**src/design/uart_frame_pkg.sv**
```systemverilog
package uart_frame_pkg;

    // enable pulses per serial bit
    localparam int oversample = 16;

    // payload bits per frame, sent lsb first
    localparam int data_bits = 8;

    // line levels
    localparam logic line_idle  = 1'b1; // idle and stop level
    localparam logic line_start = 1'b0;

endpackage

```
**src/design/spart_pkg.sv**
```systemverilog
package spart_pkg;

    // host register map
    typedef enum logic [1:0] {
        reg_data   = 2'd0, // write sends, read takes the received byte
        reg_status = 2'd1,
        reg_div_lo = 2'd2,
        reg_div_hi = 2'd3
    } reg_addr_t;

    // bit positions in the status byte, the rest read as zero
    localparam int stat_tbr  = 0; // transmit buffer ready
    localparam int stat_rda  = 1; // receive data available
    localparam int stat_ferr = 2; // framing error on last frame

    typedef struct packed {
        logic [7:0] hi;
        logic [7:0] lo;
    } div_bytes_t;

    // one divisor word, counted as a number by the baud generator
    // and written byte by byte from the host side
    typedef union packed {
        logic [15:0] value;
        div_bytes_t  bytes;
    } baud_div_u;

endpackage
```
**src/design/spart.sv**
```systemverilog
`timescale 1ns/1ps

module spart #(
    parameter logic [15:0] reset_divisor = 16'd26
) (
    input  logic                 clk,
    input  logic                 rst_n,
    input  logic                 req,
    input  logic                 wr,
    input  spart_pkg::reg_addr_t addr,
    input  logic [7:0]           wdata,
    output logic                 ack,
    output logic [7:0]           rdata,
    input  logic                 rxd,
    output logic                 txd
);

    spart_pkg::baud_div_u divisor;

    logic       tick;     // 16x enable
    logic       tx_load;
    logic [7:0] tx_byte;
    logic       tx_ready;
    logic       rx_read;
    logic [7:0] rx_byte;
    logic       rda;
    logic       ferr;

    // host side
    spart_bus_if #(
        .reset_divisor(reset_divisor)
    ) u_bus_if (
        .clk      (clk),
        .rst_n    (rst_n),
        .req      (req),
        .wr       (wr),
        .addr     (addr),
        .wdata    (wdata),
        .ack      (ack),
        .rdata    (rdata),
        .divisor  (divisor),
        .tx_load  (tx_load),
        .tx_byte  (tx_byte),
        .tx_ready (tx_ready),
        .rx_read  (rx_read),
        .rx_byte  (rx_byte),
        .rda      (rda),
        .ferr     (ferr)
    );

    spart_baud_gen u_baud_gen (
        .clk     (clk),
        .rst_n   (rst_n),
        .divisor (divisor),
        .tick    (tick)
    );

    spart_rx u_rx (
        .clk     (clk),
        .rst_n   (rst_n),
        .tick    (tick),
        .rxd     (rxd),
        .rx_read (rx_read),
        .rx_byte (rx_byte),
        .rda     (rda),
        .ferr    (ferr)
    );

    spart_tx u_tx (
        .clk      (clk),
        .rst_n    (rst_n),
        .tick     (tick),
        .tx_load  (tx_load),
        .tx_byte  (tx_byte),
        .tx_ready (tx_ready),
        .txd      (txd)
    );

endmodule

```
**src/design/spart_bus_if.sv**
```systemverilog
`timescale 1ns/1ps

module spart_bus_if #(
    parameter logic [15:0] reset_divisor = 16'd26
) (
    input  logic                 clk,
    input  logic                 rst_n,
    input  logic                 req,
    input  logic                 wr,
    input  spart_pkg::reg_addr_t addr,
    input  logic [7:0]           wdata,
    output logic                 ack,
    output logic [7:0]           rdata,
    output spart_pkg::baud_div_u divisor,
    output logic                 tx_load,
    output logic [7:0]           tx_byte,
    input  logic                 tx_ready,
    output logic                 rx_read,
    input  logic [7:0]           rx_byte,
    input  logic                 rda,
    input  logic                 ferr
);

    typedef enum logic [1:0] {idle, busy, ack_high, wait_low} state_t;
    state_t state;

    logic       data_sel;
    logic       stall;
    logic       do_access; // one-cycle strobe, the edge where ack rises
    logic [7:0] status;

    assign data_sel  = (addr == spart_pkg::reg_data);
    assign stall     = wr && data_sel && !tx_ready; // hold the host off while sending
    assign do_access = (state == busy) && !stall;

    always_comb begin
        status                       = '0;
        status[spart_pkg::stat_tbr]  = tx_ready;
        status[spart_pkg::stat_rda]  = rda;
        status[spart_pkg::stat_ferr] = ferr;
    end

    // four-phase handshake
    always_ff @(posedge clk, negedge rst_n) begin
        if (!rst_n) begin
            state   <= idle;
            ack     <= 1'b0;
            tx_load <= 1'b0;
            rx_read <= 1'b0;
        end else begin
            tx_load <= 1'b0;
            rx_read <= 1'b0;
            case (state)
                idle:     if (req) state <= busy;
                busy: begin
                    if (do_access) begin
                        state   <= ack_high;
                        ack     <= 1'b1;
                        tx_load <= wr && data_sel;
                        rx_read <= !wr && data_sel;
                    end
                end
                ack_high: state <= wait_low;
                wait_low: begin
                    if (!req) begin
                        ack   <= 1'b0;
                        state <= idle;
                    end
                end
                default:  state <= idle;
            endcase
        end
    end

    // divisor written a byte at a time
    always_ff @(posedge clk, negedge rst_n) begin
        if (!rst_n) begin
            divisor.value <= reset_divisor;
        end else if (do_access && wr) begin
            case (addr)
                spart_pkg::reg_div_lo: divisor.bytes.lo <= wdata;
                spart_pkg::reg_div_hi: divisor.bytes.hi <= wdata;
                default: ; // status writes are ignored
            endcase
        end
    end

    always_ff @(posedge clk) begin
        if (do_access && wr && data_sel)
            tx_byte <= wdata;
    end

    // read mux, held while ack is high
    always_ff @(posedge clk) begin
        if (do_access && !wr) begin
            case (addr)
                spart_pkg::reg_data:   rdata <= rx_byte;
                spart_pkg::reg_status: rdata <= status;
                spart_pkg::reg_div_lo: rdata <= divisor.bytes.lo;
                default:               rdata <= divisor.bytes.hi;
            endcase
        end
    end

endmodule

```
**src/design/spart_tx.sv**
```systemverilog
`timescale 1ns/1ps

module spart_tx (
    input  logic       clk,
    input  logic       rst_n,
    input  logic       tick,     // 16x bit rate enable
    input  logic       tx_load,
    input  logic [7:0] tx_byte,
    output logic       tx_ready,
    output logic       txd
);

    localparam int frame_bits = uart_frame_pkg::data_bits + 2; // start + data + stop

    logic [frame_bits-1:0] frame;
    logic [3:0]            tick_cnt;
    logic [3:0]            bit_cnt;
    logic                  bit_end;
    logic                  last_bit;

    assign bit_end  = tick && (tick_cnt == 4'(uart_frame_pkg::oversample - 1));
    assign last_bit = (bit_cnt == 4'(frame_bits - 1));
    assign txd      = frame[0];

    // busy from load until the stop bit has run its full length
    always_ff @(posedge clk, negedge rst_n) begin
        if (!rst_n) begin
            tx_ready <= 1'b1;
            tick_cnt <= '0;
            bit_cnt  <= '0;
        end else if (tx_ready) begin
            if (tx_load) begin
                tx_ready <= 1'b0;
                tick_cnt <= '0;
                bit_cnt  <= '0;
            end
        end else if (tick) begin
            tick_cnt <= tick_cnt + 4'd1;
            if (bit_end) begin
                if (last_bit)
                    tx_ready <= 1'b1;
                else
                    bit_cnt <= bit_cnt + 4'd1;
            end
        end
    end

    // shifter, filled with idle level from the top
    always_ff @(posedge clk, negedge rst_n) begin
        if (!rst_n) begin
            frame <= '1; // line idles high
        end else if (tx_ready) begin
            if (tx_load)
                frame <= {uart_frame_pkg::line_idle, tx_byte, uart_frame_pkg::line_start};
        end else if (bit_end && !last_bit) begin
            frame <= {uart_frame_pkg::line_idle, frame[frame_bits-1:1]};
        end
    end

endmodule

```
**src/design/spart_rx.sv**
```systemverilog
`timescale 1ns/1ps

module spart_rx (
    input  logic       clk,
    input  logic       rst_n,
    input  logic       tick,    // 16x bit rate enable
    input  logic       rxd,
    input  logic       rx_read,
    output logic [7:0] rx_byte,
    output logic       rda,     // receive data available
    output logic       ferr
);

    localparam int half_bit = uart_frame_pkg::oversample / 2;

    typedef enum logic [1:0] {idle, start, receive, stop} state_t;
    state_t state, next_state;

    logic       rx_meta, rx_sync; // synchronizer pair
    logic [3:0] tick_cnt;
    logic [3:0] bit_cnt;
    logic       clr_cnt, inc_cnt, shift;
    logic       frame_ok, frame_bad;
    logic       half_done, bit_done;

    assign half_done = tick && (tick_cnt == 4'(half_bit - 1));
    assign bit_done  = tick && (tick_cnt == 4'(uart_frame_pkg::oversample - 1));

    // rxd is asynchronous to clk
    always_ff @(posedge clk, negedge rst_n) begin
        if (!rst_n) begin
            rx_meta <= uart_frame_pkg::line_idle;
            rx_sync <= uart_frame_pkg::line_idle;
        end else begin
            rx_meta <= rxd;
            rx_sync <= rx_meta;
        end
    end

    always_ff @(posedge clk, negedge rst_n) begin
        if (!rst_n)
            state <= idle;
        else
            state <= next_state;
    end

    always_comb begin
        next_state = state;
        clr_cnt    = 1'b0;
        inc_cnt    = tick;
        shift      = 1'b0;
        frame_ok   = 1'b0;
        frame_bad  = 1'b0;

        case (state)
            idle: begin
                inc_cnt = 1'b0;
                // held off while the last byte is still unread
                if (rx_sync == uart_frame_pkg::line_start && !rda) begin
                    clr_cnt    = 1'b1;
                    next_state = start;
                end
            end

            start: begin
                if (half_done) begin
                    clr_cnt = 1'b1; // from here on count from mid-bit
                    if (rx_sync == uart_frame_pkg::line_start)
                        next_state = receive;
                    else
                        next_state = idle; // glitch, not a start bit
                end
            end

            receive: begin
                if (bit_done) begin
                    shift = 1'b1;
                    if (bit_cnt == 4'(uart_frame_pkg::data_bits - 1))
                        next_state = stop;
                end
            end

            stop: begin
                if (bit_done) begin
                    if (rx_sync == uart_frame_pkg::line_idle)
                        frame_ok = 1'b1;
                    else
                        frame_bad = 1'b1;
                    next_state = idle;
                end
            end

            default: next_state = idle;
        endcase
    end

    // tick_cnt wraps 15 -> 0 at each bit centre
    always_ff @(posedge clk, negedge rst_n) begin
        if (!rst_n) begin
            tick_cnt <= '0;
            bit_cnt  <= '0;
        end else if (clr_cnt) begin
            tick_cnt <= '0;
            bit_cnt  <= '0;
        end else begin
            if (inc_cnt)
                tick_cnt <= tick_cnt + 4'd1;
            if (shift)
                bit_cnt <= bit_cnt + 4'd1;
        end
    end

    always_ff @(posedge clk) begin
        if (shift)
            rx_byte <= {rx_sync, rx_byte[7:1]}; // lsb arrives first
    end

    always_ff @(posedge clk, negedge rst_n) begin
        if (!rst_n) begin
            rda  <= 1'b0;
            ferr <= 1'b0;
        end else begin
            if (frame_ok)
                rda <= 1'b1;
            else if (rx_read)
                rda <= 1'b0;

            if (frame_ok)
                ferr <= 1'b0;
            else if (frame_bad)
                ferr <= 1'b1; // rda stays clear, byte is dropped
        end
    end

endmodule

```
**src/design/spart_baud_gen.sv**
```systemverilog
`timescale 1ns/1ps

module spart_baud_gen (
    input  logic                 clk,
    input  logic                 rst_n,
    input  spart_pkg::baud_div_u divisor,
    output logic                 tick
);

    logic [15:0] count;

    // down-counter, one tick per divisor+1 clocks
    always_ff @(posedge clk, negedge rst_n) begin
        if (!rst_n) begin
            count <= '0;
            tick  <= 1'b0;
        end else if (count == 16'd0) begin
            count <= divisor.value; // a new divisor is picked up here
            tick  <= 1'b1;
        end else begin
            count <= count - 16'd1;
            tick  <= 1'b0;
        end
    end

endmodule

```
**config.mk**
```make
export PLATFORM = sky130hd
export DESIGN_NAME = spart
export DESIGN_NICKNAME = d
export VERILOG_FILES = /design/src/design/uart_frame_pkg.sv /design/src/design/spart_pkg.sv /design/src/design/spart.sv /design/src/design/spart_bus_if.sv /design/src/design/spart_tx.sv /design/src/design/spart_rx.sv /design/src/design/spart_baud_gen.sv
export SDC_FILE = /design/constraint.sdc
export NUM_CORES = 1
export LEC_CHECK = 0
export ABC_AREA = 1
export BUFFER_PORTS_ARGS = -buffer_cell sky130_fd_sc_hd__buf_2
export CAP_MARGIN = 20
export CORE_MARGIN = 1
export CORE_UTILIZATION = 60
export CTS_BUF_LIST = sky130_fd_sc_hd__clkbuf_4
export CTS_CLUSTER_DIAMETER = 120
export CTS_CLUSTER_SIZE = 28
export DETAILED_ROUTE_END_ITERATION = 8
export PLACE_DENSITY = 0.78
export RECOVER_POWER = 50
export SLEW_MARGIN = 40
export SYNTH_ARGS = -nofsm -noshare
export SYNTH_HDL_FRONTEND = slang
export SYNTH_HIERARCHICAL = 1
export SYNTH_SLANG_ARGS = --single-unit
```
**constraint.sdc**
```tcl
create_clock -name clk -period 3 [get_ports clk]
set_clock_uncertainty 0.05 [all_clocks]
set_input_delay 0.3 -clock clk [delete_from_list [all_inputs] [get_ports clk]]
set_output_delay 0.3 -clock clk [all_outputs]
set_load 0.01 [all_outputs]
```
# Word level (Yosys, flattened, before mapping)
# Index checks and enable logic that the tools add are counted.
[totals]
register_bits = 95
in_bits = 15
n_memories = 0
mem_bits_rw = 0
latchBits = 0
mem_bits_ro = 0
[op_classes]
n_mux = 56
add_sub_neg = 5
div_mod_pow = 0
bitwise_logic = 1
n_lt_le_gt_ge = 0
reduce_logical = 37
mul = 0
n_eq_ne = 24
shift = 0
[op_table]
columns = ["op", "n"]
rows = [
  ["$mux W4", 11],
  ["$mux W10", 3],
  ["$mux W1", 27],
  ["$pmux W8 S3", 1],
  ["$mux W2", 9],
  ["$add A4 B1 Y4 const B", 4],
  ["$logic_not A16 Y1", 1],
  ["$mux W16", 1],
  ["$pmux W2 S4", 2],
  ["$reduce_bool A2 Y1", 8],
  ["$sub A16 B1 Y16 const B", 1],
  ["$ne A2 B1 Y1 const B", 7],
  ["$eq A2 B2 Y1 const B", 6],
  ["$eq A4 B4 Y1 const B", 3],
  ["$logic_and A1 B1 Y1", 12],
  ["$eq A4 B3 Y1 const B", 2],
  ["$reduce_and A2 Y1", 4],
  ["$eq A2 B1 Y1 const B", 3],
  ["$logic_not A2 Y1", 3],
  ["$ne A2 B2 Y1 const B", 3],
  ["$reduce_and A3 Y1", 2],
  ["$logic_not A1 Y1", 5],
  ["$reduce_and A5 Y1", 1],
  ["$pmux W1 S2", 2],
  ["other kinds (2)", 2],
]

# Depth between registers and ports, before layout
[logic_depth]
ltp_word = 7
ltp_mapped = 9

# Cells and area by module
# The synthesis kept the hierarchy.
[modules_own_cells]
columns = ["mod", "cells_per_inst", "area_per_inst_um2", "n_inst"]
rows = [
  ["spart_bus_if", 156, 1686.6, 1],
  ["spart_baud_gen", 154, 1083.5, 1],
  ["spart_tx", 130, 1046.0, 1],
  ["spart_rx", 97, 965.9, 1],
]

# Worst setup path before layout
# Ideal clock, no wire load.
[synth_path]
path_type = "register to register"
startpoint = "register u_bus_if.state[1]"
endpoint = "register u_bus_if.rdata[0], enable pin"
setup_slack_ns = 1.299
synth_period_minus_slack_ns = 1.701
setup_ns = 0.371
stages_incl_launch_ff = 5
arrival_time_ns = 1.279
cell_sequence = "dfrtp_1 -> inv_1 -> ha_1 -> inv_1 -> nor2_1"
[synth_between]
elab_chain_len = 3
[synth_lines]
columns = ["item", "line_no", "rtl"]
rows = [
  ["start: declaration", "spart_bus_if.sv:25", "state_t state;"],
  ["start signal: assignment", "spart_bus_if.sv:46", "state <= idle;"],
  ["start signal: assignment", "spart_bus_if.sv:54", "idle: if (req) state <= busy;"],
  ["start signal: assignment", "spart_bus_if.sv:57", "state <= ack_high;"],
  ["$eq A2 B1 Y1", "spart_bus_if.sv:34", "assign do_access = (state == busy) && !stall;"],
  ["$logic_and A1 B1 Y1", "spart_bus_if.sv:34", ""],
  ["$logic_and A1 B1 Y1", "spart_bus_if.sv:95", "if (do_access && !wr) begin"],
  ["end signal: assignment", "spart_bus_if.sv:97", "spart_pkg::reg_data: rdata <= rx_byte;"],
  ["end signal: assignment", "spart_bus_if.sv:98", "spart_pkg::reg_status: rdata <= status;"],
  ["end signal: assignment", "spart_bus_if.sv:99", "spart_pkg::reg_div_lo: rdata <= divisor.bytes.lo;"],
  ["end: declaration", "spart_bus_if.sv:13", "output logic [7:0] rdata,"],
]
# Every way passes these cells.
# A chain may end at the register's enable or synchronous reset.

# Worst setup path in the final report
[layout_path]
startpoint = "register u_tx.tx_ready"
endpoint = "register u_tx.tick_cnt[2]"
[layout_between]
elab_chain_len = 2
[layout_lines]
columns = ["item", "line_no", "rtl"]
rows = [
  ["start: declaration", "spart_tx.sv:9", "output logic tx_ready,"],
  ["start signal: assignment", "spart_tx.sv:28", "tx_ready <= 1'b1;"],
  ["start signal: assignment", "spart_tx.sv:33", "tx_ready <= 1'b0;"],
  ["start signal: assignment", "spart_tx.sv:41", "tx_ready <= 1'b1;"],
  ["$ne A2 B2 Y1 (no source line) or $reduce_bool A2 Y1 (tied branches)", "--", ""],
  ["$reduce_and A2 Y1 (no source line)", "--", ""],
  ["end signal: assignment", "spart_tx.sv:38", "tick_cnt <= tick_cnt + 4'd1;"],
  ["end: declaration", "spart_tx.sv:16", "logic [3:0] tick_cnt;"],
]
# Several ways; a longest one is shown, not always the timed one.

==> results.txt <==
----------------------------------------------------
[Status]
  Status ... finished clean

[Floorplan]
  Count of pins on the block boundary ... 25
  Starting utilization of the core area ... 61.9%
  Floorplan die area ... 8330 um^2
  Die outline height ... 91.3 um
  Width of the chip ... 91.3 um
  Area inside the core boundary ... 7730 um^2
  Row cnt ... 32

[STA]
  Slew Limit Headroom ... 3.66%
  Fmax achieved ... 463 MHz
  Share of the clock period used by the worst path after layout ... 72.1%
  Setup WS post-layout ... 0.838 ns
  Worst Max-Slew Pin Slew ... 1.45 ns
  Final hold violations ... 0
  RSZ-0062 raised after global routing ... false
  Finish-stage setup viols ... 0
  Setup Total Neg Slack ... 0 ns
  Time the worst path needs with I/O delays and setup ... 2.16 ns
  Pins over their slew limit ... 0

[Power and ir drop]
  Peak supply drop ... 0.416 mV
  Static leakage ... 2.48 nW
  Power Dens Cells ... 683 nW/um^2

[Route]
  Iter 0 DRT Violations ... 248
  Drt total wl ... 9360 um
  Via count of the routed design ... 3583
  Count of TritonRoute iterations in the first routing pass ... 4
  Number of design rule violations left after detail routing ... 0
  Number of antenna-violating nets in the routed design ... 0
  Drt via density ... 5.28
  Post-DR wirelength/cell ... 13.8 um

[CTS]
  Total clock sinks ... 94
  Cell at the root of the clock tree ... clkbuf_4
  Clock latency on the worst-skew pair ... 0.42 ns
  Longest Clk Path Bufs ... 2
  Deepest level of the CTS H-tree ... 3
  TritonCTS buffer count ... 9
  Gates resized, CTS repair ... 0
  Clock tree from TritonCTS ... done
  Clock slew seen by the registers of the worst setup and hold paths ... 0.15 ns

[Placed design]
  # placed instances ... 655
  Worst setup slack before clock tree synthesis ... 1.02 ns
  Count of input and output buffers ... 24
  Final RePlAce weighted congestion ... 0.850
  Detailed placement HPWL ... 6960 um

[Critical path]
  Worst path cell trace ... nand2_1, nand2_1, inv_1, nand2_1, o21ai_1
  Critical path data required time ... 3.26 ns
  Critical Path Fanout Max ... 16
  Crit end category ... flip-flop
  Critical Path Slowest Stage Cell ... dfstp_1
  Critical path's largest stage delay ... 0.86 ns
  Critical Path Source Type ... flip-flop
  Most frequent cell on the critical path ... nand2_1
  WP data arrival ... 2.42 ns
  CP Class ... flip-flop to flip-flop

[Global route]
  Total global-route track usage ... 24.5%
  Number of global-route vias before repair ... 3483
  Number of antenna violations at the first check in global routing ... 0
  First-pass GRT wire length ... 16000 um
  Total congestion overflow ... 0
  Pin count of the biggest net entering global routing ... 30

[Yosys]
  Post-synth top area cell ... dfrtp_1
  Net Count, Synth ... 564
  Netlist Area Pre-Place ... 4780 um^2
  Synthesized flop and latch total ... 94
  Number of distinct library cells after synthesis ... 33
  Instance count of the mapped netlist ... 537
  Synth area leaders ... dfrtp_1 29%, nand2_1 15%, edfxtp_1 15%
  Proportion of synthesized chip area in sequential cells ... 52.1%
  Number of warnings printed during yosys synthesis ... 6
  Post-Synthesis Mean Instance Area ... 8.91 um^2
  Post-synth top area share ... 28.8%

[Layout]
  Ratio of cells with drive above 1 in the final layout ... 16.3%
  Area growth from synthesis to layout ... 7.59%
  Number of nets in the final layout ... 599
  Number of antenna cells inserted ... 0
  Final Non-Filler Cells ... 679

[Hold path]
  Worst hold-check path type ... input port to flip-flop

[Flow run]
  Max capacitance violation total ... 0

----------------------------------------------------
==> flip-flops by register name, indices dropped and copies added, names as in the netlist, 2 cells and up, named ones only <==
name / cells
u_baud_gen/count: 16
u_bus_if/divisor: 16
u_bus_if/rdata: 8
u_bus_if/state: 2
u_bus_if/tx_byte: 8
u_rx/bit_cnt: 4
u_rx/rx_byte: 8
u_rx/tick_cnt: 4
u_tx/bit_cnt: 4
u_tx/frame: 9
u_tx/tick_cnt: 4
==> worst paths after layout <==
kind / from / end / slack, ns / depth (start not counted)
worst min register to register: u_rx/rx_meta / u_rx/rx_sync / 0.32 / 0
max in group asynchronous: rst_n / u_rx/rx_meta / 1.07 / 3
worst min-delay path: wdata[4] / u_bus_if/tx_byte[4] / 0.07 / 1
min in group asynchronous: rst_n / u_baud_gen/tick / 0.68 / 2
worst max register to register: u_tx/tx_ready / u_tx/tick_cnt[2] / 0.84 / 5
worst max-delay path: u_tx/tx_ready / u_tx/tick_cnt[2] / 0.84 / 5
==> synthesized netlist by cell type <==
cell type / n
dfrtp_1: 55
nor2_2: 5
or2_0: 1
o21ai_2: 21
inv_1: 52
nand3_4: 1
xor2_1: 7
nand4_1: 10
dfstp_2: 15
o21bai_1: 1
nand2_2: 7
nand3b_1: 1
nand4_4: 2
buf_4: 3
buf_2: 2
nor4_1: 1
edfxtp_1: 24
o21ai_0: 4
nand3_2: 12
inv_2: 4
nor2_8: 1
buf_6: 5
o21a_1: 1
a21oi_1: 5
nor3_1: 1
xnor2_1: 3
or2_2: 2
ha_1: 12
o21ai_1: 2
nand2_1: 194
nor2_4: 5
nor2_1: 40
nand3_1: 38
==> worst max-delay path, delay by kind of cell, from the launching register on <==
kind	cells	cell delay [ns]
buf+inv	1	0.10
simple gates	3	0.97
compound gates	1	0.06
flops	1	0.86
==> power breakdown <==
| group | leakage [nW] | internal [mW] | switching [mW] |
|---|---|---|---|
| Clock | 0.0700 | 0.261 | 0.399 |
| Combinational | 1.33 | 0.371 | 0.589 |
| Sequential | 1.07 | 1.62 | 0.277 |
| Total | 2.48 | 2.25 | 1.26 |
==> final cells by class <==
class	instances	area, um^2
fill	618	2580
sequential	94	2490
multi-input combinational	377	1980
inverter	56	210
timing repair buffer	34	194
tap	102	128
clock buffer	10	75.1
clock inverter	6	62.6
==> kinds of logic after synthesis <==
family / synth area share [%]
DFF: 52.1
buffers and inverters: 6.25
xor gates and xnor gates: 1.83
and+or+nand+nor: 31.4
AOI/OAI and AO/OA: 5.31
adders and majority gates: 3.14
==> cells in the final DEF, fill, tap and decap left out, types with 11 or more instances in the layout <==
master | Yosys | final
clkbuf_1 | 0 | 17
dfrtp_1 | 55 | 55
dfstp_2 | 15 | 12
edfxtp_1 | 24 | 24
ha_1 | 12 | 12
inv_1 | 52 | 52
nand2_1 | 194 | 195
nand3_1 | 38 | 39
nand3_2 | 12 | 11
nor2_1 | 40 | 40
o21ai_2 | 21 | 21
==> metal layers <==
metal  GRT usage (%)  routed length, um  up-vias
met3            3.18                306       16
met2            41.9               4760       66
met1            32.0               4120     1718
li1                -                  -     1783
met5               0                  0        -
met4            9.52                180        0
==> timing repair <==
item / in CTS / in global routing
buffers inserted: 0 / 0
hold buffers: 7 / 1
endpoints found under the hold margin: 30 / 1
==> through the flow <==
stage / hold slack, ns / util [%] / cell area, um^2 / total power [mW]
2_1_floorplan: -0.0456 / - / 4780 / 2.58
3_3_place_gp: 0.284 / 64.1 / 4960 / 2.82
3_5_place_dp: 0.287 / 64.1 / 4960 / 2.88
4_1_cts: 0.000165 / 66.8 / 5160 / 3.54
5_1_grt: 0.0518 / 66.6 / 5140 / 3.75
6_report: 0.0736 / 66.6 / 5140 / 3.52
(Power assumes the default switching activity.)
